==> config.mk <==
export PLATFORM = sky130hd
export DESIGN_NAME = bus_arbiter
export DESIGN_NICKNAME = d
export VERILOG_FILES = /design/src/bus_pkg.sv /design/src/bus_arbiter.sv
export SDC_FILE = /design/constraint.sdc
export NUM_CORES = 1
export LEC_CHECK = 0
export CORE_AREA = 8 8 114 116
export CTS_CLUSTER_SIZE = 12
export DETAILED_ROUTE_END_ITERATION = 16
export DIE_AREA = 0 0 122 124
export DONT_BUFFER_PORTS = 1
export GPL_ROUTABILITY_DRIVEN = 1
export HOLD_SLACK_MARGIN = 0.1
export PLACE_DENSITY = 0.33
export SLEW_MARGIN = 20
export SYNTH_ARGS = -nofsm -noshare
export SYNTH_HDL_FRONTEND = slang
export SYNTH_SLANG_ARGS = --single-unit
==> constraint.sdc <==
create_clock -name clock -period 1.8 [get_ports clock]
set_input_delay 0.27 -clock clock [delete_from_list [all_inputs] [get_ports clock]]
set_output_delay 0.27 -clock clock [all_outputs]
set_load 0.02 [all_outputs]
==> src/bus_pkg.sv <==
package bus_pkg;

  localparam int addr_width = 32;
  localparam int data_width = 32;
  localparam int strb_width = data_width / 8;  // one strobe per byte lane.
  localparam int timer_width = 64;

  typedef logic [addr_width-1:0] addr_t;
  typedef logic [data_width-1:0] data_t;
  typedef logic [strb_width-1:0] strb_t;  // all zeros marks a read.
  typedef logic [timer_width-1:0] dword_t;

endpackage
==> src/bus_arbiter.sv <==
`timescale 1ns/1ns

module bus_arbiter (
  input  logic           clock,
  input  logic           reset,
  input  logic           imem_valid,
  input  bus_pkg::addr_t imem_addr,
  input  bus_pkg::data_t imem_wdata,
  input  bus_pkg::strb_t imem_wstrb,
  input  logic           dmem_valid,
  input  bus_pkg::addr_t dmem_addr,
  input  bus_pkg::data_t dmem_wdata,
  input  bus_pkg::strb_t dmem_wstrb,
  input  logic           bus_ready,
  input  bus_pkg::data_t bus_rdata,
  input  logic           bus_error,
  output logic           imem_ready,
  output bus_pkg::data_t imem_rdata,
  output logic           imem_error,
  output logic           dmem_ready,
  output bus_pkg::data_t dmem_rdata,
  output logic           dmem_error,
  output logic           bus_valid,
  output bus_pkg::addr_t bus_addr,
  output bus_pkg::data_t bus_wdata,
  output bus_pkg::strb_t bus_wstrb
);

  typedef enum logic [1:0] {
    idle,
    grant_i,
    grant_d
  } state_t;

  state_t state;

  always_ff @(posedge clock) begin
    if (!reset) begin
      state <= idle;
    end else begin
      case (state)
        idle: begin
          if (dmem_valid) begin
            state <= grant_d;  // data port wins a tie.
          end else if (imem_valid) begin
            state <= grant_i;
          end
        end
        grant_i, grant_d: begin
          if (bus_ready) begin
            state <= idle;  // one idle cycle before the next grant.
          end
        end
        default: state <= idle;
      endcase
    end
  end

  always_comb begin
    if (state == grant_d) begin
      bus_addr = dmem_addr;
      bus_wdata = dmem_wdata;
      bus_wstrb = dmem_wstrb;
    end else begin
      bus_addr = imem_addr;
      bus_wdata = imem_wdata;
      bus_wstrb = imem_wstrb;
    end
    bus_valid = (state == grant_i && imem_valid) || (state == grant_d && dmem_valid);

    imem_ready = (state == grant_i) && bus_ready;
    imem_rdata = (state == grant_i) ? bus_rdata : '0;
    imem_error = (state == grant_i) && bus_error;
    dmem_ready = (state == grant_d) && bus_ready;
    dmem_rdata = (state == grant_d) ? bus_rdata : '0;
    dmem_error = (state == grant_d) && bus_error;
  end

endmodule

=== Word-level counts from Yosys, hierarchy flattened ===
Cells that the tools add are included.
Widths: inputs -> output; s select.

* Flip-flop bits (word level): 2
* Input bits: 174

* Eq/ne operators: 4
* Mux-type cells: 9
* Reductions and logical operators: 10

{| class="wikitable"
|+ Operators by type and width
! kind !! number
|-
| $mux 32 || 4
|-
| $logic_and 1x1->1 || 6
|-
| $mux 2 || 3
|-
| $mux 4 || 1
|-
| $pmux 2 s2 || 1
|-
| $ne 3x3->1 const B || 1
|-
| $eq 2x1->1 const B || 1
|-
| $eq 2x2->1 const B || 1
|-
| $logic_not 2->1 || 1
|-
| $ne 2x2->1 const B || 1
|-
| $reduce_and 2->1 || 1
|-
| $reduce_or 2->1 || 1
|-
| $logic_or 1x1->1 || 1
|}

=== Longest topological paths before layout ===
* Depth in word-level cells: 4
* Mapped depth: 6
* Depth with buffers taken out: 5

=== Worst setup path after synthesis ===
Ideal clock, no wire load.

* Path type: reg-to-output
* From: reg state[0]
* To: out bus_addr[11]
* Arrival time: 1.321 ns
* Required time: 1.530 ns
* Slack: 0.209 ns
* Stages on the path, launching flop included: 7
* Path buffers: 3
* Cell sequence: dfxtp_1 > inv_1 > ha_1 > buf_6 > buf_6 > buf_8 > mux2_4

* Cells in the longest elaborated chain, start to end: 2

{| class="wikitable"
|+ Ends and longest elaborated chain
! element !! line !! text
|-
| start, declared || bus_arbiter.sv:35 || <nowiki>state_t state;</nowiki>
|-
| start signal, assigned || bus_arbiter.sv:39 || <nowiki>state <= idle;</nowiki>
|-
| start signal, assigned || bus_arbiter.sv:44 || <nowiki>state <= grant_d;</nowiki>
|-
| start signal, assigned || bus_arbiter.sv:46 || <nowiki>state <= grant_i;</nowiki>
|-
| $eq 2x2->1 || bus_arbiter.sv:60 || <nowiki>if (state == grant_d) begin</nowiki>
|-
| $mux 32 || bus_arbiter.sv:60 ||
|-
| end, declared || bus_arbiter.sv:24 || <nowiki>output bus_pkg::addr_t bus_addr,</nowiki>
|}

No other way between the ends.

=== Final worst setup path ===
* From: reg state[0]
* To: out bus_wstrb[0]

* Cells in the longest elaborated chain, start to end: 2

{| class="wikitable"
|+ Ends and longest elaborated chain
! element !! line !! text
|-
| $eq 2x2->1 || bus_arbiter.sv:60 ||
|-
| $mux 4 || bus_arbiter.sv:60 ||
|-
| end, declared || bus_arbiter.sv:26 || <nowiki>output bus_pkg::strb_t bus_wstrb</nowiki>
|}

No other way between the ends.

==> results.sh <==
export IMPL_status="completed"
export IMPL_critical_path_class="flip-flop to primary output"
export IMPL_grt_remaining_overflow=0
export IMPL_core_area_sq_um=11200
export IMPL_finalCriticalPeriod_ps=1780
export IMPL_first_pass_iters=4
export IMPL_top_regs="state x2"
export IMPL_synth_seq_cells=2
export IMPL_start_util=0.136
export IMPL_tns_ps=0
export IMPL_timing_fmax_mhz=563
export IMPL_nets=345
export IMPL_leakage_nw=0.705
export IMPL_async_flop_share=0
export IMPL_slew_viol_final=0
export IMPL_design_area_sq_um=1850
export IMPL_drive_gt1_frac=0.503
export IMPL_busiest_layer="met2"
export IMPL_use_met3=0.0453
export IMPL_ant_nets=0
export IMPL_synth_top_area_frac=0.355
export IMPL_power_density_nw_per_um2=801
export IMPL_setup_viol=0
export IMPL_vdd_drop_max_uv=269
export IMPL_worstMarginPinSlew_ps=244
export IMPL_syn_to_final_growth_pct=21.1
export IMPL_ys_seq_area_frac=0.0263
export IMPL_synth_area_sq_um=1520
export IMPL_fp_dieW_um=122
export IMPL_rows=39
export IMPL_dpl_instance_area_sq_um=1660
export IMPL_total_power_mw=1.48
export IMPL_drt_wirelength_per_cell_um=29.2
export IMPL_ys_top_cells_by_area="mux2_2 (35%), and2_1 (28%), mux2_4 (20%)"
export IMPL_clock_path_buffers=2
export IMPL_via_count=1355
export IMPL_startpoint_type="flip-flop"
export IMPL_end_kind="primary output"
export IMPL_use_met2=0.188
export IMPL_slew_limit_headroom=0.838
export IMPL_hold_path_class="primary input to flip-flop"
export IMPL_crit_arrival_ps=1510
export IMPL_cp_required_ps=1530
export IMPL_holdBufCountCts=0
export IMPL_postSynthAreaPerCell_sq_um=8.96
export IMPL_use_met1=0.0865
export IMPL_largest_reg_flops=2
export IMPL_cts_tree="built"
export IMPL_rsz0062_at_grt="true"
export IMPL_ys_types=18
export IMPL_h_tree_depth=1
export IMPL_hold_viol=0
export IMPL_maxCapViolCount=0
export IMPL_ios=311
export IMPL_synthCells=170
export IMPL_yosys_warnings=0
export IMPL_io_buffer_count=0
export IMPL_period_share=0.986
export IMPL_antenna_found_initial=3
export IMPL_grt_pass1_wl_um=10800
export IMPL_grt_pass1_vias=1593
export IMPL_ys_flop_type="dfxtp_1"
export IMPL_cts_buffers=3
export IMPL_clock_latency_ps=220
export IMPL_grt_max_degree=36
export IMPL_largest_register="state"
export IMPL_die_area_sq_um=15100
export IMPL_hpwlAfterDp_um=7950
export IMPL_clkSlewWorstSetupHoldPaths_ps=30
export IMPL_clockRootBuffer="clkbuf_16"
export IMPL_die_height_um=124
export IMPL_cts_sinks=2
export IMPL_yosysMostFrequentCell="and2_1"
export IMPL_path_max_fanout=17
export IMPL_synth_common_cells="and2_1 (68), mux2_2 (48), mux2_4 (20)"
export IMPL_initialDrtViolationCount=19
export IMPL_synth_edf_count=0
export IMPL_fin_worst_skew_ps=0.942
export IMPL_syn_nets=348
export IMPL_gp_congestion=0.792
export IMPL_grt_total_usage=0.0968
export IMPL_drt_wl_total_um=9010
export IMPL_drc=0
export IMPL_yosys_area_top_type="mux2_2"
export IMPL_vias_per_cell=4.39
[what timing repair did]
item,CTS,global route
cloned,2,1
resized for setup,9,4
buffers inserted,0,0
setup endpoints to repair,93,60
[layer usage]
| metal | wire, um | part of all wire | up-vias |
|---|---|---|---|
| met5 | 0 | 0 | - |
| met4 | 193 | 0.021 | 0 |
| met3 | 1320 | 0.15 | 13 |
| met2 | 4820 | 0.53 | 183 |
| met1 | 2680 | 0.30 | 588 |
| li1 | - | - | 571 |
[logic make-up after synthesis]
family / Yosys count / synth area share
AND/OR/NAND/NOR: 74 / 0.300
buffers and inverters: 17 / 0.0698
adder cells (fa/ha/maj): 4 / 0.0328
AO/OA/AOI/OAI: 5 / 0.0189
flip-flops: 2 / 0.0263
multiplexers: 68 / 0.552
[layout by cell type (no fill, tap or decap), types with 2 or more instances in the layout]
cell type | synthesis | final
a21oi_1 | 2 | 2
and2_1 | 68 | 67
buf_16 | 0 | 3
buf_4 | 0 | 2
clkbuf_16 | 0 | 4
dfxtp_2 | 0 | 2
ha_1 | 4 | 2
inv_1 | 3 | 2
mux2_2 | 48 | 43
mux2_4 | 20 | 25
nor2b_1 | 2 | 2
o21ai_0 | 2 | 2
[final timing paths]
| path | start | endpoint | slack, ps | depth (start not counted) |
|---|---|---|---|---|
| worst min register to register | state[0] | state[0] | 490 | 2 |
| worst min-delay path | reset | state[1] | 190 | 2 |
| worst max register to register | state[1] | state[0] | 570 | 5 |
| worst max-delay path | state[0] | bus_wstrb[0] | 20 | 4 |
[report_power, final]
part	internal [mW]	switching (mW)
registers	0.0516	0.00759
logic	0.408	0.678
clock network	0.283	0.0516
total	0.742	0.737
[stage by stage]
step / worst slack (ps) / cells / hold slack, ps / utilization
after global placement: 133 / 302 / 420 / 0.148
final: 24.7 / 309 / 193 / 0.165
after global routing: -18.4 / 309 / 202 / 0.165
after CTS: -54.8 / 307 / 194 / 0.162
after detailed placement: 103 / 302 / 419 / 0.148
after floorplan: 209 / 170 / 410 / -
[worst max-delay path, cell delays in order (launching register included)]
cell     delay, ps
dfxtp_2        320
inv_2           90
ha_4           250
buf_16         180
mux2_2         420
[cell type report]
| cell class | instances | area, sq um |
|---|---|---|
| Fill cell | 1231 | 9330 |
| Multi-Input combinational cell | 151 | 1410 |
| Tap cell | 143 | 179 |
| Timing Repair Buffer | 6 | 123 |
| Clock buffer | 3 | 75.1 |
| Sequential cell | 2 | 42.5 |
| Inverter | 3 | 11.3 |
| Antenna cell | 1 | 2.50 |
(Power assumes the default switching activity.)
