--- src/bus_pkg.sv ---
package bus_pkg;

  localparam int addr_width = 32;
  localparam int data_width = 32;
  localparam int strb_width = data_width / 8;  // one strobe per byte lane.
  localparam int timer_width = 64;

  typedef logic [addr_width-1:0] addr_t;
  typedef logic [data_width-1:0] data_t;
  typedef logic [strb_width-1:0] strb_t;  // all zeros marks a read.
  typedef logic [timer_width-1:0] dword_t;

endpackage
--- src/map_pkg.sv ---
package map_pkg;

  localparam bus_pkg::addr_t tim_base = 32'h0000_0000;
  localparam bus_pkg::addr_t tim_top = 32'h0000_1000;
  localparam bus_pkg::addr_t clint_base = 32'h0200_0000;
  localparam bus_pkg::addr_t clint_top = 32'h0200_C000;
  localparam bus_pkg::addr_t ram_base = 32'h1000_0000;
  localparam bus_pkg::addr_t ram_top = 32'h1000_1000;

  // offsets inside the clint window, after the base is removed.
  localparam bus_pkg::addr_t msip_offset = 32'h0000_0000;
  localparam bus_pkg::addr_t mtimecmp_offset = 32'h0000_4000;  // upper word at +4.
  localparam bus_pkg::addr_t mtime_offset = 32'h0000_BFF8;  // upper word at +4.

endpackage

--- src/clint.sv ---
`timescale 1ns/1ns

module clint #(
  parameter int rtc_divider = 4
) (
  input  logic           clock,
  input  logic           reset,
  input  logic           valid,
  input  bus_pkg::addr_t addr,
  input  bus_pkg::data_t wdata,
  input  bus_pkg::strb_t wstrb,
  output logic           ready,
  output bus_pkg::data_t rdata,
  output logic           msip,
  output logic           mtip
);

  localparam int pw = (rtc_divider > 1) ? $clog2(rtc_divider) : 1;

  logic [pw-1:0]   prescale;
  logic            tick;
  logic            accept;
  bus_pkg::dword_t mtime;
  bus_pkg::dword_t mtimecmp;
  bus_pkg::data_t  read_data;

  assign tick = (prescale == pw'(rtc_divider - 1));
  assign accept = valid && !ready;

  always_ff @(posedge clock) begin
    if (!reset) begin
      ready <= 1'b0;
      prescale <= '0;
      mtime <= '0;
      mtimecmp <= '1;
      msip <= 1'b0;
      mtip <= 1'b0;
    end else begin
      ready <= accept;
      prescale <= tick ? '0 : prescale + 1'b1;
      if (tick) begin
        mtime <= mtime + 1'b1;
      end
      mtip <= (mtime >= mtimecmp);  // one cycle behind the compare.
      if (accept) begin
        if (addr == map_pkg::msip_offset && wstrb[0]) begin
          msip <= wdata[0];
        end
        for (int b = 0; b < bus_pkg::strb_width; b++) begin
          if (wstrb[b] && addr == map_pkg::mtimecmp_offset) begin
            mtimecmp[8*b +: 8] <= wdata[8*b +: 8];
          end
          if (wstrb[b] && addr == map_pkg::mtimecmp_offset + 32'd4) begin
            mtimecmp[32+8*b +: 8] <= wdata[8*b +: 8];
          end
        end
      end
    end
  end

  always_comb begin
    case (addr)
      map_pkg::msip_offset:             read_data = {31'b0, msip};
      map_pkg::mtimecmp_offset:         read_data = mtimecmp[31:0];
      map_pkg::mtimecmp_offset + 32'd4: read_data = mtimecmp[63:32];
      map_pkg::mtime_offset:            read_data = mtime[31:0];
      map_pkg::mtime_offset + 32'd4:    read_data = mtime[63:32];
      default:                          read_data = '0;
    endcase
  end

  always_ff @(posedge clock) begin
    if (accept) begin
      rdata <= read_data;
    end
  end

endmodule

--- config.mk ---
export PLATFORM = sky130hd
export DESIGN_NAME = clint
export DESIGN_NICKNAME = d
export VERILOG_FILES = /design/src/bus_pkg.sv /design/src/map_pkg.sv /design/src/clint.sv
export SDC_FILE = /design/constraint.sdc
export NUM_CORES = 1
export LEC_CHECK = 0
export BUFFER_PORTS_ARGS = -buffer_cell sky130_fd_sc_hd__buf_2
export CAP_MARGIN = 0
export CORE_MARGIN = 1.5
export CORE_UTILIZATION = 53
export DETAILED_ROUTE_END_ITERATION = 6
export GPL_TIMING_DRIVEN = 1
export PLACE_DENSITY = 0.83
export SETUP_SLACK_MARGIN = 0.4
export SLEW_MARGIN = 20
export SYNTH_ARGS = -nofsm -noshare
export SYNTH_HDL_FRONTEND = slang
export SYNTH_SLANG_ARGS = --single-unit
--- constraint.sdc ---
create_clock -name clock -period 2 [get_ports clock]
set_input_delay 0.4 -clock clock [delete_from_list [all_inputs] [get_ports clock]]
set_output_delay 0.4 -clock clock [all_outputs]
set_load 0.05 [all_outputs]
==> After elaboration in Yosys (flattened, before gate mapping) <==
Cells that the tools add are included.
{ "op_classes": {"add_sub_neg": 2, "magnitude_cmp": 1, "n_eq_ne": 5, "muxes": 1, "n_bitwise": 1, "n_reduce_logical": 22} }
{ "ops": {"columns": ["operator", "count"], "rows": [
  ["32-bit one-hot mux with 5 select lines", 1],
  ["64-bit by 1-bit adder with 64-bit output, second input constant", 1],
  ["32-bit by 15-bit == test with 1-bit output, second input constant", 2],
  ["32-bit by 16-bit == test with 1-bit output, second input constant", 2],
  ["64-bit >= comparator", 1],
  ["32-bit logical NOT", 1],
  ["2-bit AND reduction", 9],
  ["1-bit logical AND", 10],
  ["2-bit by 1-bit adder with 2-bit output, second input constant", 1],
  ["2-bit == test, second input constant", 1],
  ["2-bit OR reduction", 1],
  ["1-bit logical NOT", 1],
  ["1-bit NOT", 1]
]} }
{ "totals": {"register_bits": 165, "in_bits": 71, "out_inout_bits": 35, "elab_cells": 46} }

==> Longest topological paths before layout <==
{ "logic_depth": {"word_depth": 3, "ltp_mapped": 10, "ltp_nobuf": 8} }

==> Worst setup path before layout <==
No wires, ideal clock.
{ "synth_path": {"path_kind": "input -> register", "from": "in addr[2]", "to": "reg rdata[10], data pin", "setup_ns": 0.261, "arrival_ns": 1.777, "required_ns": 1.739, "path_slack_ns": -0.038, "cell_stages": 5, "path_buffers": 2, "cell_sequence": "buf_1 > buf_1 > mux2i_1 > nor2_1 > a221o_1"} }
{ "synth_between": {"elab_chain_len": 2, "elab_cells_between_ends": 6, "classes_between": "eq/ne: 4; mux: 1; reduce/logical: 1"} }
{ "synth_rtl": {"columns": ["element", "line", "source"], "rows": [
  ["start, declared", "clint.sv:9", "input bus_pkg::addr_t addr,"],
  ["32-bit by 16-bit == test with 1-bit output, or another cell as far along", "clint.sv:62", "case (addr)"],
  ["32-bit one-hot mux with 5 select lines *", "clint.sv:62", null],
  ["via read_data[10]", "clint.sv:25", "bus_pkg::data_t read_data;"],
  ["end signal, assigned", "clint.sv:74", "rdata <= read_data;"],
  ["end, declared", "clint.sv:13", "output bus_pkg::data_t rdata,"]
]} }
The timed path passes the listed nets; every way through them passes the cells marked *.
A chain may end at the register's enable or synchronous reset.

==> Worst setup path in the final report <==
{ "layout_path": {"from": "reg mtimecmp[57]", "to": "reg mtip"} }
{ "layout_between": {"elab_chain_len": 1} }
{ "layout_rtl": {"columns": ["element", "line", "source"], "rows": [
  ["start, declared", "clint.sv:24", "bus_pkg::dword_t mtimecmp;"],
  ["start signal, assigned by index", "clint.sv:51", "mtimecmp[8*b +: 8] <= wdata[8*b +: 8];"],
  ["start signal, assigned by index", "clint.sv:54", "mtimecmp[32+8*b +: 8] <= wdata[8*b +: 8];"],
  ["64-bit >= comparator", "clint.sv:44", "mtip <= (mtime >= mtimecmp);"],
  ["end signal, assigned", "clint.sv:44", null],
  ["end, declared", "clint.sv:15", "output logic mtip"]
]} }
No other way between the ends.

==> flow_summary.yaml <==
status:
  status: "finished with violations"
  violations: "DRC, setup timing"
logic_synthesis:
  ys_seq_area_frac: 0.408
  synthTopCellsByArea: "dfxtp_1 (30%), mux2i_1 (11%), edfxtp_1 (11%), ha_1 (9.3%), nor2_1 (4.7%)"
  synth-seq-cells: 165
  synth.top_cell.area_share: 0.300
  yosysMostFrequentCell: "dfxtp_1"
  syn-cell-area_um2: 8880
  yosysTopAreaCell: "dfxtp_1"
  synthArstFlopShare: 0
  synth.avg_cell_area_um2: 9.24
  ys.warnings.count: 0
  syn-num-nets: 1098
  synth_ff_type: "dfxtp_1"
  synth_edf_count: 32
  synth_cell_types: 46
  netlist_instances: 961
  yosys-top-cells-count: "dfxtp_1 (133), nor2_1 (111), nand2_1 (107)"
floorplan:
  die-area_um2: 17500
  rows: 47
  fp.dieH_um: 132
  core_area_um2: 16500
  io_pins: 106
  start_util: 0.539
  dieWidth_um: 132
worst_hold_path:
  hold_start: "wdata[18]"
  hold_class: "input pin to flip-flop"
routing:
  viasPerCell: 7.08
  drt_iter0_drc: 1794
  totalWireLength_mm: 41.6
  ant_nets: 0
  post_drt_wl_per_cell_um: 29.0
  drc_errors: 2
  first_pass_iters: 7
  dr_total_vias: 10155
global_route:
  grt_pass1_vias: 9070
  track_usage: 0.348
  antenna_found_initial: 3
  grt_max_degree: 45
  grt_pass1_wl_mm: 47.7
  grt-ovfl-total: 0
power:
  power.density_nw_per_um2: 546
  vdd_drop_max_uv: 618
  p_leak_nw: 6.40
sta:
  post-route-min-period_ns: 2.44
  fin_setup_tns_ns: -2.17
  slew_violations: 0
  fin_crit_sh: 1.22
  rsz0062_at_grt: "yes"
  relSlewSlack: 0.304
  fin_skew_ns: 0.0169
  hold_violations: 0
  fin_ws_ns: -0.443
  setup_violations: 24
  tightestPinTransition_ns: 1.01
  clock.fmax_mhz: 409
layout:
  nets: 1339
  drive_above_1_share: 0.406
  fin_area_um2: 12900
  fillers: 717
  areaGrowthSynthToFinish_pct: 44.9
clock_network:
  cts-hold-fix-buffers: 0
  ctsHtreeMaxLevel: 4
  cts-root-buf: "clkbuf_16"
  tritoncts: "built"
  clkSinkCount: 165
  cts_buffers: 17
  cts.clk_slew.worst_paths_ns: 0.07
  clockBufferDepth: 2
  clk_latency_ns: 0.46
setup_path:
  rr_startpoint: "mtimecmp[57]$_SDFFE_PN1P_"
  critPathKind: "flip-flop to flip-flop"
  cp.arrival_ns: 2.82
  end_kind: "flip-flop"
  cp_max_fo: 3
  startpoint: "mtimecmp[57]$_SDFFE_PN1P_"
  cp-start-kind: "flip-flop"
  worstPathRequired_ns: 2.38
placed_design:
  io_buffers: 105
  placed_cell_area_um2: 10600
  dp_hpwl_mm: 18.3
  place_ws_ns: -0.202
  gp_congestion: 0.928
job:
  maxCapViolCount: 0
[kinds of logic after synthesis]
family,after synthesis,share of synthesized area
DFF,165,0.408
buffers and inverters,111,0.0480
xor gates and xnor gates,57,0.0562
adders and majority gates,66,0.0930
muxes,98,0.110
and+or+nand+nor,367,0.206
AOI/OAI and AO/OA,97,0.0779
[layout make-up]
| cell class | instances | area, µm² | share of cell area |
|---|---|---|---|
| Multi-Input combinational cell | 685 | 5930 | 0.461 |
| Inverter | 73 | 278 | 0.0216 |
| Sequential cell | 165 | 3720 | 0.289 |
| Clock inverter | 7 | 45.0 | 0.00350 |
| Timing Repair Buffer | 260 | 2130 | 0.166 |
| Clock buffer | 24 | 482 | 0.0374 |
| Antenna cell | 1 | 2.50 | 0.000194 |
| Tap cell | 220 | 275 | 0.0214 |
[path summary, 6_finish.rpt]
kind / endpoint / slack [ns] / depth (start not counted)
worst max-delay path: mtip$_SDFF_PN0_ / -0.44 / 9
worst min register to register: prescale[0]$_SDFF_PP0_ / 0.43 / 1
worst max register to register: mtip$_SDFF_PN0_ / -0.44 / 9
worst min-delay path: mtimecmp[18]$_SDFFE_PN1P_ / 0.18 / 3
[timing repair]
action | 4_1_cts | 5_1_grt
cloned | 2 | 2
endpoints found under the hold margin | 0 | 0
setup buffers | 15 | 27
endpoints found under the setup margin | 152 | 153
gates resized for setup | 175 | 135
pin swaps | 59 | 75
[routing by layer]
| layer | routed length [µm] | global-route usage |
|---|---|---|
| met5 | 45 | 0.00278 |
| met1 | 13500 | 0.414 |
| met4 | 4300 | 0.222 |
| met3 | 6060 | 0.0743 |
| met2 | 17700 | 0.572 |
[sequential cells by signal, summed over array words and instances (netlist names)]
register	count
rdata	32
mtip	1
ready	1
mtime	64
prescale	2
msip	1
mtimecmp	64
[layout by cell type, fill, tap and decap left out, types with 6 or more instances in the layout]
cell type / n
dfxtp_1: 83
buf_12: 9
a21o_1: 7
buf_6: 57
ha_4: 10
inv_1: 70
nor2_1: 80
nand4_1: 32
clkbuf_16: 19
dfxtp_4: 14
buf_2: 94
nor3_4: 9
xnor2_1: 19
ha_1: 56
nand3_1: 14
nand3_2: 13
o21ai_0: 11
dfxtp_2: 36
a21oi_1: 29
a221o_1: 32
buf_4: 94
xor2_1: 31
nand4_4: 6
nor4_4: 17
nor2_2: 14
nand2_1: 94
mux2i_1: 93
nor2_4: 17
nand3_4: 13
nand2_2: 8
edfxtp_1: 32
[power by group]
part	internal (mW)	switching, mW	leakage (nW)
Clock	1.68	1.45	0.262
Combinational	0.153	0.321	4.72
Sequential	3.40	0.0190	1.42
Total	5.24	1.79	6.40
[metrics by stage]
step / instances / utilization / hold WS (ns) / power [mW]
3_3_place_gp: 1357 / 0.646 / 0.394 / 3.90
4_1_cts: 1405 / 0.733 / 0.193 / 6.85
3_5_place_dp: 1357 / 0.646 / 0.400 / 3.90
5_1_grt: 1435 / 0.782 / 0.178 / 7.13
2_1_floorplan: 961 / - / 0.388 / 3.74
6_report: 1435 / 0.782 / 0.179 / 7.03
[worst max-delay path, cell delays in order, from the launching register on]
cell and delay [ns]:
dfxtp_1 0.38, inv_1 0.07, ha_1 0.35, nand3_1 0.14, nor3_2 0.45, nand2_1 0.34
a41oi_2 0.29, buf_4 0.16, a211oi_1 0.05, o21ai_1 0.13
Note: power is estimated with default switching activity, not from simulation.
