<file path="config.mk">
export PLATFORM = sky130hd
export DESIGN_NAME = bus_decoder
export DESIGN_NICKNAME = d
export VERILOG_FILES = /design/src/bus_pkg.sv /design/src/map_pkg.sv /design/src/bus_decoder.sv
export SDC_FILE = /design/constraint.sdc
export NUM_CORES = 1
export LEC_CHECK = 0
export ABC_AREA = 1
export BUFFER_PORTS_ARGS = -buffer_cell sky130_fd_sc_hd__buf_2
export CORE_AREA = 3 3 106 108
export DETAILED_ROUTE_END_ITERATION = 16
export DIE_AREA = 0 0 109 111
export MAX_ROUTING_LAYER = met4
export PLACE_DENSITY_LB_ADDON = 0.1
export SLEW_MARGIN = 20
export SYNTH_ARGS = -nofsm -noshare
export SYNTH_HDL_FRONTEND = slang
export SYNTH_SLANG_ARGS = --single-unit
</file>
<file path="constraint.sdc">
create_clock -name clock -period 1.8 [get_ports clock]
set_clock_uncertainty 0.05 [all_clocks]
set_input_delay 0.09 -clock clock [delete_from_list [all_inputs] [get_ports clock]]
set_output_delay 0.09 -clock clock [all_outputs]
set_load 0.05 [all_outputs]
</file>
<file path="src/bus_pkg.sv">
package bus_pkg;

  localparam int addr_width = 32;
  localparam int data_width = 32;
  localparam int strb_width = data_width / 8;  // one strobe per byte lane.
  localparam int timer_width = 64;

  typedef logic [addr_width-1:0] addr_t;
  typedef logic [data_width-1:0] data_t;
  typedef logic [strb_width-1:0] strb_t;  // all zeros marks a read.
  typedef logic [timer_width-1:0] dword_t;

endpackage
</file>
<file path="src/map_pkg.sv">
package map_pkg;

  localparam bus_pkg::addr_t tim_base = 32'h0000_0000;
  localparam bus_pkg::addr_t tim_top = 32'h0000_1000;
  localparam bus_pkg::addr_t clint_base = 32'h0200_0000;
  localparam bus_pkg::addr_t clint_top = 32'h0200_C000;
  localparam bus_pkg::addr_t ram_base = 32'h1000_0000;
  localparam bus_pkg::addr_t ram_top = 32'h1000_1000;

  // offsets inside the clint window, after the base is removed.
  localparam bus_pkg::addr_t msip_offset = 32'h0000_0000;
  localparam bus_pkg::addr_t mtimecmp_offset = 32'h0000_4000;  // upper word at +4.
  localparam bus_pkg::addr_t mtime_offset = 32'h0000_BFF8;  // upper word at +4.

endpackage

</file>
<file path="src/bus_decoder.sv">
`timescale 1ns/1ns

module bus_decoder (
  input  logic           clock,
  input  logic           reset,
  input  logic           bus_valid,
  input  bus_pkg::addr_t bus_addr,
  input  bus_pkg::data_t bus_wdata,
  input  bus_pkg::strb_t bus_wstrb,
  input  logic           tim_ready,
  input  bus_pkg::data_t tim_rdata,
  input  logic           ram_ready,
  input  bus_pkg::data_t ram_rdata,
  input  logic           clint_ready,
  input  bus_pkg::data_t clint_rdata,
  output logic           bus_ready,
  output bus_pkg::data_t bus_rdata,
  output logic           bus_error,
  output logic           tim_valid,
  output logic           ram_valid,
  output logic           clint_valid,
  output bus_pkg::addr_t tgt_addr,
  output bus_pkg::data_t tgt_wdata,
  output bus_pkg::strb_t tgt_wstrb
);

  logic           err_valid;
  logic           err_ready;
  bus_pkg::addr_t base;

  function automatic logic in_range(bus_pkg::addr_t addr, bus_pkg::addr_t lo,
                                    bus_pkg::addr_t hi);
    return (addr >= lo) && (addr < hi);
  endfunction

  always_comb begin
    tim_valid = 1'b0;
    ram_valid = 1'b0;
    clint_valid = 1'b0;
    err_valid = 1'b0;
    base = '0;
    if (bus_valid) begin
      if (in_range(bus_addr, map_pkg::tim_base, map_pkg::tim_top)) begin
        tim_valid = 1'b1;
        base = map_pkg::tim_base;
      end else if (in_range(bus_addr, map_pkg::clint_base, map_pkg::clint_top)) begin
        clint_valid = 1'b1;
        base = map_pkg::clint_base;
      end else if (in_range(bus_addr, map_pkg::ram_base, map_pkg::ram_top)) begin
        ram_valid = 1'b1;
        base = map_pkg::ram_base;
      end else begin
        err_valid = 1'b1;  // nobody claims this address.
      end
    end
    tgt_addr = bus_addr - base;
    tgt_wdata = bus_wdata;
    tgt_wstrb = bus_wstrb;
  end

  // error responder, answers one cycle after an unmapped request.
  always_ff @(posedge clock) begin
    if (!reset) begin
      err_ready <= 1'b0;
    end else begin
      err_ready <= err_valid && !err_ready;
    end
  end

  always_comb begin
    bus_ready = tim_ready || ram_ready || clint_ready || err_ready;
    bus_rdata = ({32{tim_ready}} & tim_rdata)
              | ({32{ram_ready}} & ram_rdata)
              | ({32{clint_ready}} & clint_rdata);  // the error response reads as zero.
    bus_error = err_ready;
  end

endmodule

</file>
* Yosys cells after proc, flatten, opt, wreduce, memory -nomap -nowiden *
Cells that the tools add are included.

storage, ports and cells
  register bits after elaboration = 1
  word-level logic and storage cells = 38

cells by class
  $add $sub $neg = 1
  order comparisons = 6
  muxes and demuxes = 17
  bitwise logic cells = 5
  reduce and logical (&&, ||, !) cells = 8

operator list
  cell                  count
  $mux 29               4
  $and 32x32->32        3
  $or 32x32->32         2
  $ge 32x1->1 const B   1
  $ge 32x26->1 const B  1
  $ge 32x29->1 const B  1
  $lt 32x13->1 const B  1
  $lt 32x26->1 const B  1
  $lt 32x29->1 const B  1
  $sub 32x32->32        1
  $mux 1                13
  $logic_and 1x1->1     4
  $logic_or 1x1->1      3
  $logic_not 1->1       1

* Logic depth before layout (Yosys ltp) *
  depth after elaboration = 7
  gate-level depth with buffers = 13
  gate-level depth less buffers = 13

* Worst setup path after synthesis *
No wires, ideal clock.

  kind = input -> output
  start point = in bus_addr[20]
  end point = out tgt_addr[31]
  arrival time = 3.070 ns
  data required time = 1.660 ns
  path slack = -1.410 ns
  cell stages on the path = 11
  path buffers = 0
  cells stage by stage = nor2_1 -> nand2_1 -> nor2_1 -> nand3_1 -> nor2_1 -> ha_1 -> ha_1 -> inv_1 -> o21ai_1 -> nand2_1 -> o21ai_0

between the ends
  longest elaborated chain between the ends = 7
  elaborated cells on any way between the ends = 14
  those cells by class = 1 x add/sub; 6 x order compare; 4 x mux; 3 x reduce/logical

ends and longest elaborated chain
  item                                          RTL line           source
  start: declaration                            bus_decoder.sv:7   input bus_pkg::addr_t bus_addr,
  $ge 32x29->1 or $lt 32x29->1 (tied branches)  bus_decoder.sv:33  return (addr >= lo) && (addr < hi);
  $logic_and 1x1->1                             bus_decoder.sv:33
  $mux 29                                       bus_decoder.sv:49  end else if (in_range(bus_addr, map_pkg::ram_base, map_pkg::ram_top)) begin
  $mux 29                                       bus_decoder.sv:46  end else if (in_range(bus_addr, map_pkg::clint_base, map_pkg::clint_top)) begin
  $mux 29                                       bus_decoder.sv:43  if (in_range(bus_addr, map_pkg::tim_base, map_pkg::tim_top)) begin
  $mux 29                                       bus_decoder.sv:42  if (bus_valid) begin
  $sub 32x32->32 (*)                            bus_decoder.sv:56  tgt_addr = bus_addr - base;
  end: declaration                              bus_decoder.sv:22  output bus_pkg::addr_t tgt_addr,

Mark *: on every way between the ends. The rest lies on a longest branch, timed or not.

* Worst setup path after layout *
  start point = in bus_addr[30]
  end point = out tgt_addr[31]

The elaborated chain is that of the path after synthesis.

==> flow_summary.rst <==
.. list-table::
   :header-rows: 1

   * - Metric
     - Value
   * - Global-route wire length before repair
     - 9756 um
   * - Maximum vdd drop
     - 0.1129 mV
   * - CP arrival
     - 1.72 ns
   * - Detailed-route via count
     - 2044
   * - Setup Viol. Count Final
     - 1
   * - Post-DP Area
     - 2206 um^2
   * - Final instance area
     - 2425 um^2
   * - Post-synth net total
     - 445
   * - Clock period minus worst slack
     - 1.865 ns
   * - Die W
     - 109 um
   * - Fraction of final layout cells with drive strength greater than 1
     - 0.5995
   * - Pins Over Slew Limit
     - 0
   * - Detailed router's first-iteration violation count
     - 33
   * - Die area
     - 12100 um^2
   * - Mux contribution to synthesized area
     - 0
   * - Number of remaining DRC errors
     - 0
   * - Leak
     - 1.381 nW
   * - Violated checks
     - negative setup slack
   * - Unique cell type count in the Yosys netlist
     - 18
   * - Post-synthesis compound-gate area fraction
     - 0.01082
   * - Setup slack at placement
     - -0.2169 ns
   * - Post-synthesis sequential area ratio
     - 0.01443
   * - Vias in the first global route
     - 1975
   * - Relative max-transition margin
     - 0.5455
   * - GRT Overall Usage
     - 0.1022
   * - Register bit total from synthesis
     - 1
   * - Maximum fanout count along the critical path
     - 3
   * - Count of input and output buffers
     - 178
   * - Final Power
     - 0.8321 mW
   * - Routed wire length
     - 6927 um
   * - Sum of net half-perimeters after detailed placement
     - 5772 um
   * - Number of max-cap violations
     - 0
   * - Adder and majority cell fraction of the synthesized area
     - 0.02705
   * - Total of fill cells in the finished design
     - 1229
   * - Fin nets
     - 577
   * - Largest register FFs
     - 1
   * - Final-report hold violation count
     - 0
   * - Power density over the cells
     - 343.1 nW/um^2
   * - Class of the most critical setup path
     - in -> out
   * - Type of element launching the critical path
     - input pin
   * - Simple-gate share of the synthesized area
     - 0.5176
   * - I/O Pins
     - 275
   * - Detailed-routing iteration count for the pre-antenna-repair pass
     - 3
   * - GRT Residual Overflow
     - 0
   * - ANT nets after route
     - 0
   * - Portion of the clock cycle consumed by the worst path in the final layout
     - 1.036
   * - Critical Path Sink Type
     - output pin
   * - Required time at the worst-slack endpoint
     - 1.66 ns
   * - Fin worst setup slack
     - -0.06453 ns
   * - Synthesis-to-layout area growth
     - 74.75%
   * - Synthesized area per cell
     - 5.101 um^2
   * - Die height
     - 111 um
   * - Antenna violations before repair
     - 2
   * - Highest clock rate
     - 536.3 MHz
   * - Post-Syn Area
     - 1388 um^2
   * - Outcome
     - finished, violations left
   * - Number of rows created at floorplan
     - 37
   * - Main combinational cell family by area after synthesis
     - simple AND/OR/NAND/NOR gates
   * - Synthesis warning total
     - 0
   * - Worst min-delay path class
     - in -> out
   * - Worst Max-Slew Pin Slew
     - 0.6817 ns
   * - Routed wire per std cell
     - 12.85 um
   * - Setup repair after global routing missed its margin
     - true
   * - Core Area
     - 10320 um^2
   * - XOR/XNOR share of the synthesized area
     - 0.01894
   * - Via density per instance
     - 3.792
   * - Clk_lat worst skew
     - 0 ns
   * - Finished Core Util
     - 0.2349
   * - Weighted congestion at the end of routability-driven global placement
     - 0.7273
   * - Starting Density
     - 0.1344
   * - Maximum number of pins on one net before global-route repair
     - 34
   * - Setup TNS
     - -0.06453 ns
   * - Synthesized netlist cell count
     - 272
-- cell usage in the layout, fill, tap and decap left out --
cell type / synthesis / final
diode_2: 0 / 1
o21ai_4: 0 / 1
nor2_2: 1 / 7
inv_2: 0 / 3
nand2_2: 0 / 6
o21ai_2: 0 / 2
nor3_4: 0 / 1
or4_4: 1 / 1
nand3_1: 36 / 34
nand4_1: 1 / 1
buf_4: 61 / 25
buf_6: 1 / 13
nor2_4: 0 / 6
buf_2: 6 / 163
clkinv_4: 0 / 1
nand3_2: 0 / 1
and2_1: 1 / 1
inv_1: 14 / 10
nand3_4: 0 / 1
nor2_1: 21 / 9
buf_8: 0 / 2
xor2_2: 0 / 3
dfxtp_1: 1 / 1
nand2_4: 0 / 2
ha_4: 0 / 3
nand2_1: 113 / 105
-- cell type report --
type,instances,area [um^2],share of cell area
sequential,1,20.02,0.008256
inverter,14,57.56,0.02374
tap,136,170.2,0.07018
timing repair buffer,203,1180,0.4866
antenna,1,2.502,0.001032
multi-input combinational,184,994.7,0.4102
-- synth_stat cells (all sizes together) --
library cell  count  area share
nor2             22       0.061
nand3            36        0.13
clkbuf            5       0.014
xor2              3       0.019
o21ai             3       0.011
dfxtp             1       0.014
ha                3       0.027
buf              68        0.36
nand4             1      0.0045
inv              14       0.038
nand2           113        0.31
or4               1      0.0081
nor3              1      0.0036
and2              1      0.0045
-- report_power, final --
group	switching, mW	internal [mW]
clock	0	0.00000149
combinational	0.537	0.270
sequential	0.000811	0.0239
total	0.538	0.294
-- per-layer routing --
layer,track usage,routed length [um],share of wire,vias to the layer above
li1,-,-,-,1037
met1,0.1095,2456,0.35,891
met2,0.1937,3620,0.52,98
met3,0.01689,687,0.099,18
met4,0.02020,162,0.023,0
met5,-,0,0,-
-- logic make-up after synthesis --
family                     count (synthesis)
AOI/OAI and AO/OA                          3
xor gates and xnor gates                   3
adders and majority gates                  3
buffers and inverters                     87
DFF                                        1
and+or+nand+nor                          175
-- stage by stage --
step | hold WS [ns] | std cells
2_1_floorplan | 0.2441 | 272
3_3_place_gp | 0.1303 | 533
3_5_place_dp | 0.1303 | 533
4_1_cts | 0.1303 | 535
5_1_grt | 0.1301 | 539
6_report | 0.1300 | 539
-- worst max-delay path, stage by stage --
cell and delay (ns):
buf_4 0.12, clkinv_4 0.04, nand2_4 0.05, nor3_4 0.21, nand3_4 0.12, nor2_4 0.12
ha_4 0.15, ha_4 0.12, inv_2 0.03, o21ai_2 0.14, nand2_2 0.12, o21ai_2 0.17
o21ai_4 0.07, buf_6 0.15
-- path summary, 6_finish.rpt --
| check | slack (ns) | endpoint | cells past startpoint | startpoint |
|---|---|---|---|---|
| min reg2reg | 0.48 | bus_error | 3 | bus_error |
| max | -0.06 | tgt_addr[31] | 14 | bus_addr[30] |
| min | 0.13 | tgt_wdata[12] | 0 | bus_wdata[12] |
| max reg2reg | 1.13 | bus_error | 3 | bus_error |
-- timing repair --
item / in CTS / in global routing
hold buffers: 0 / 0
cloned: 0 / 0
gates resized for setup: 18 / 32
pin swaps: 17 / 10
buffers inserted: 2 / 3
endpoints found under the setup margin: 5 / 5
Note: power is estimated with default switching activity, not from simulation.
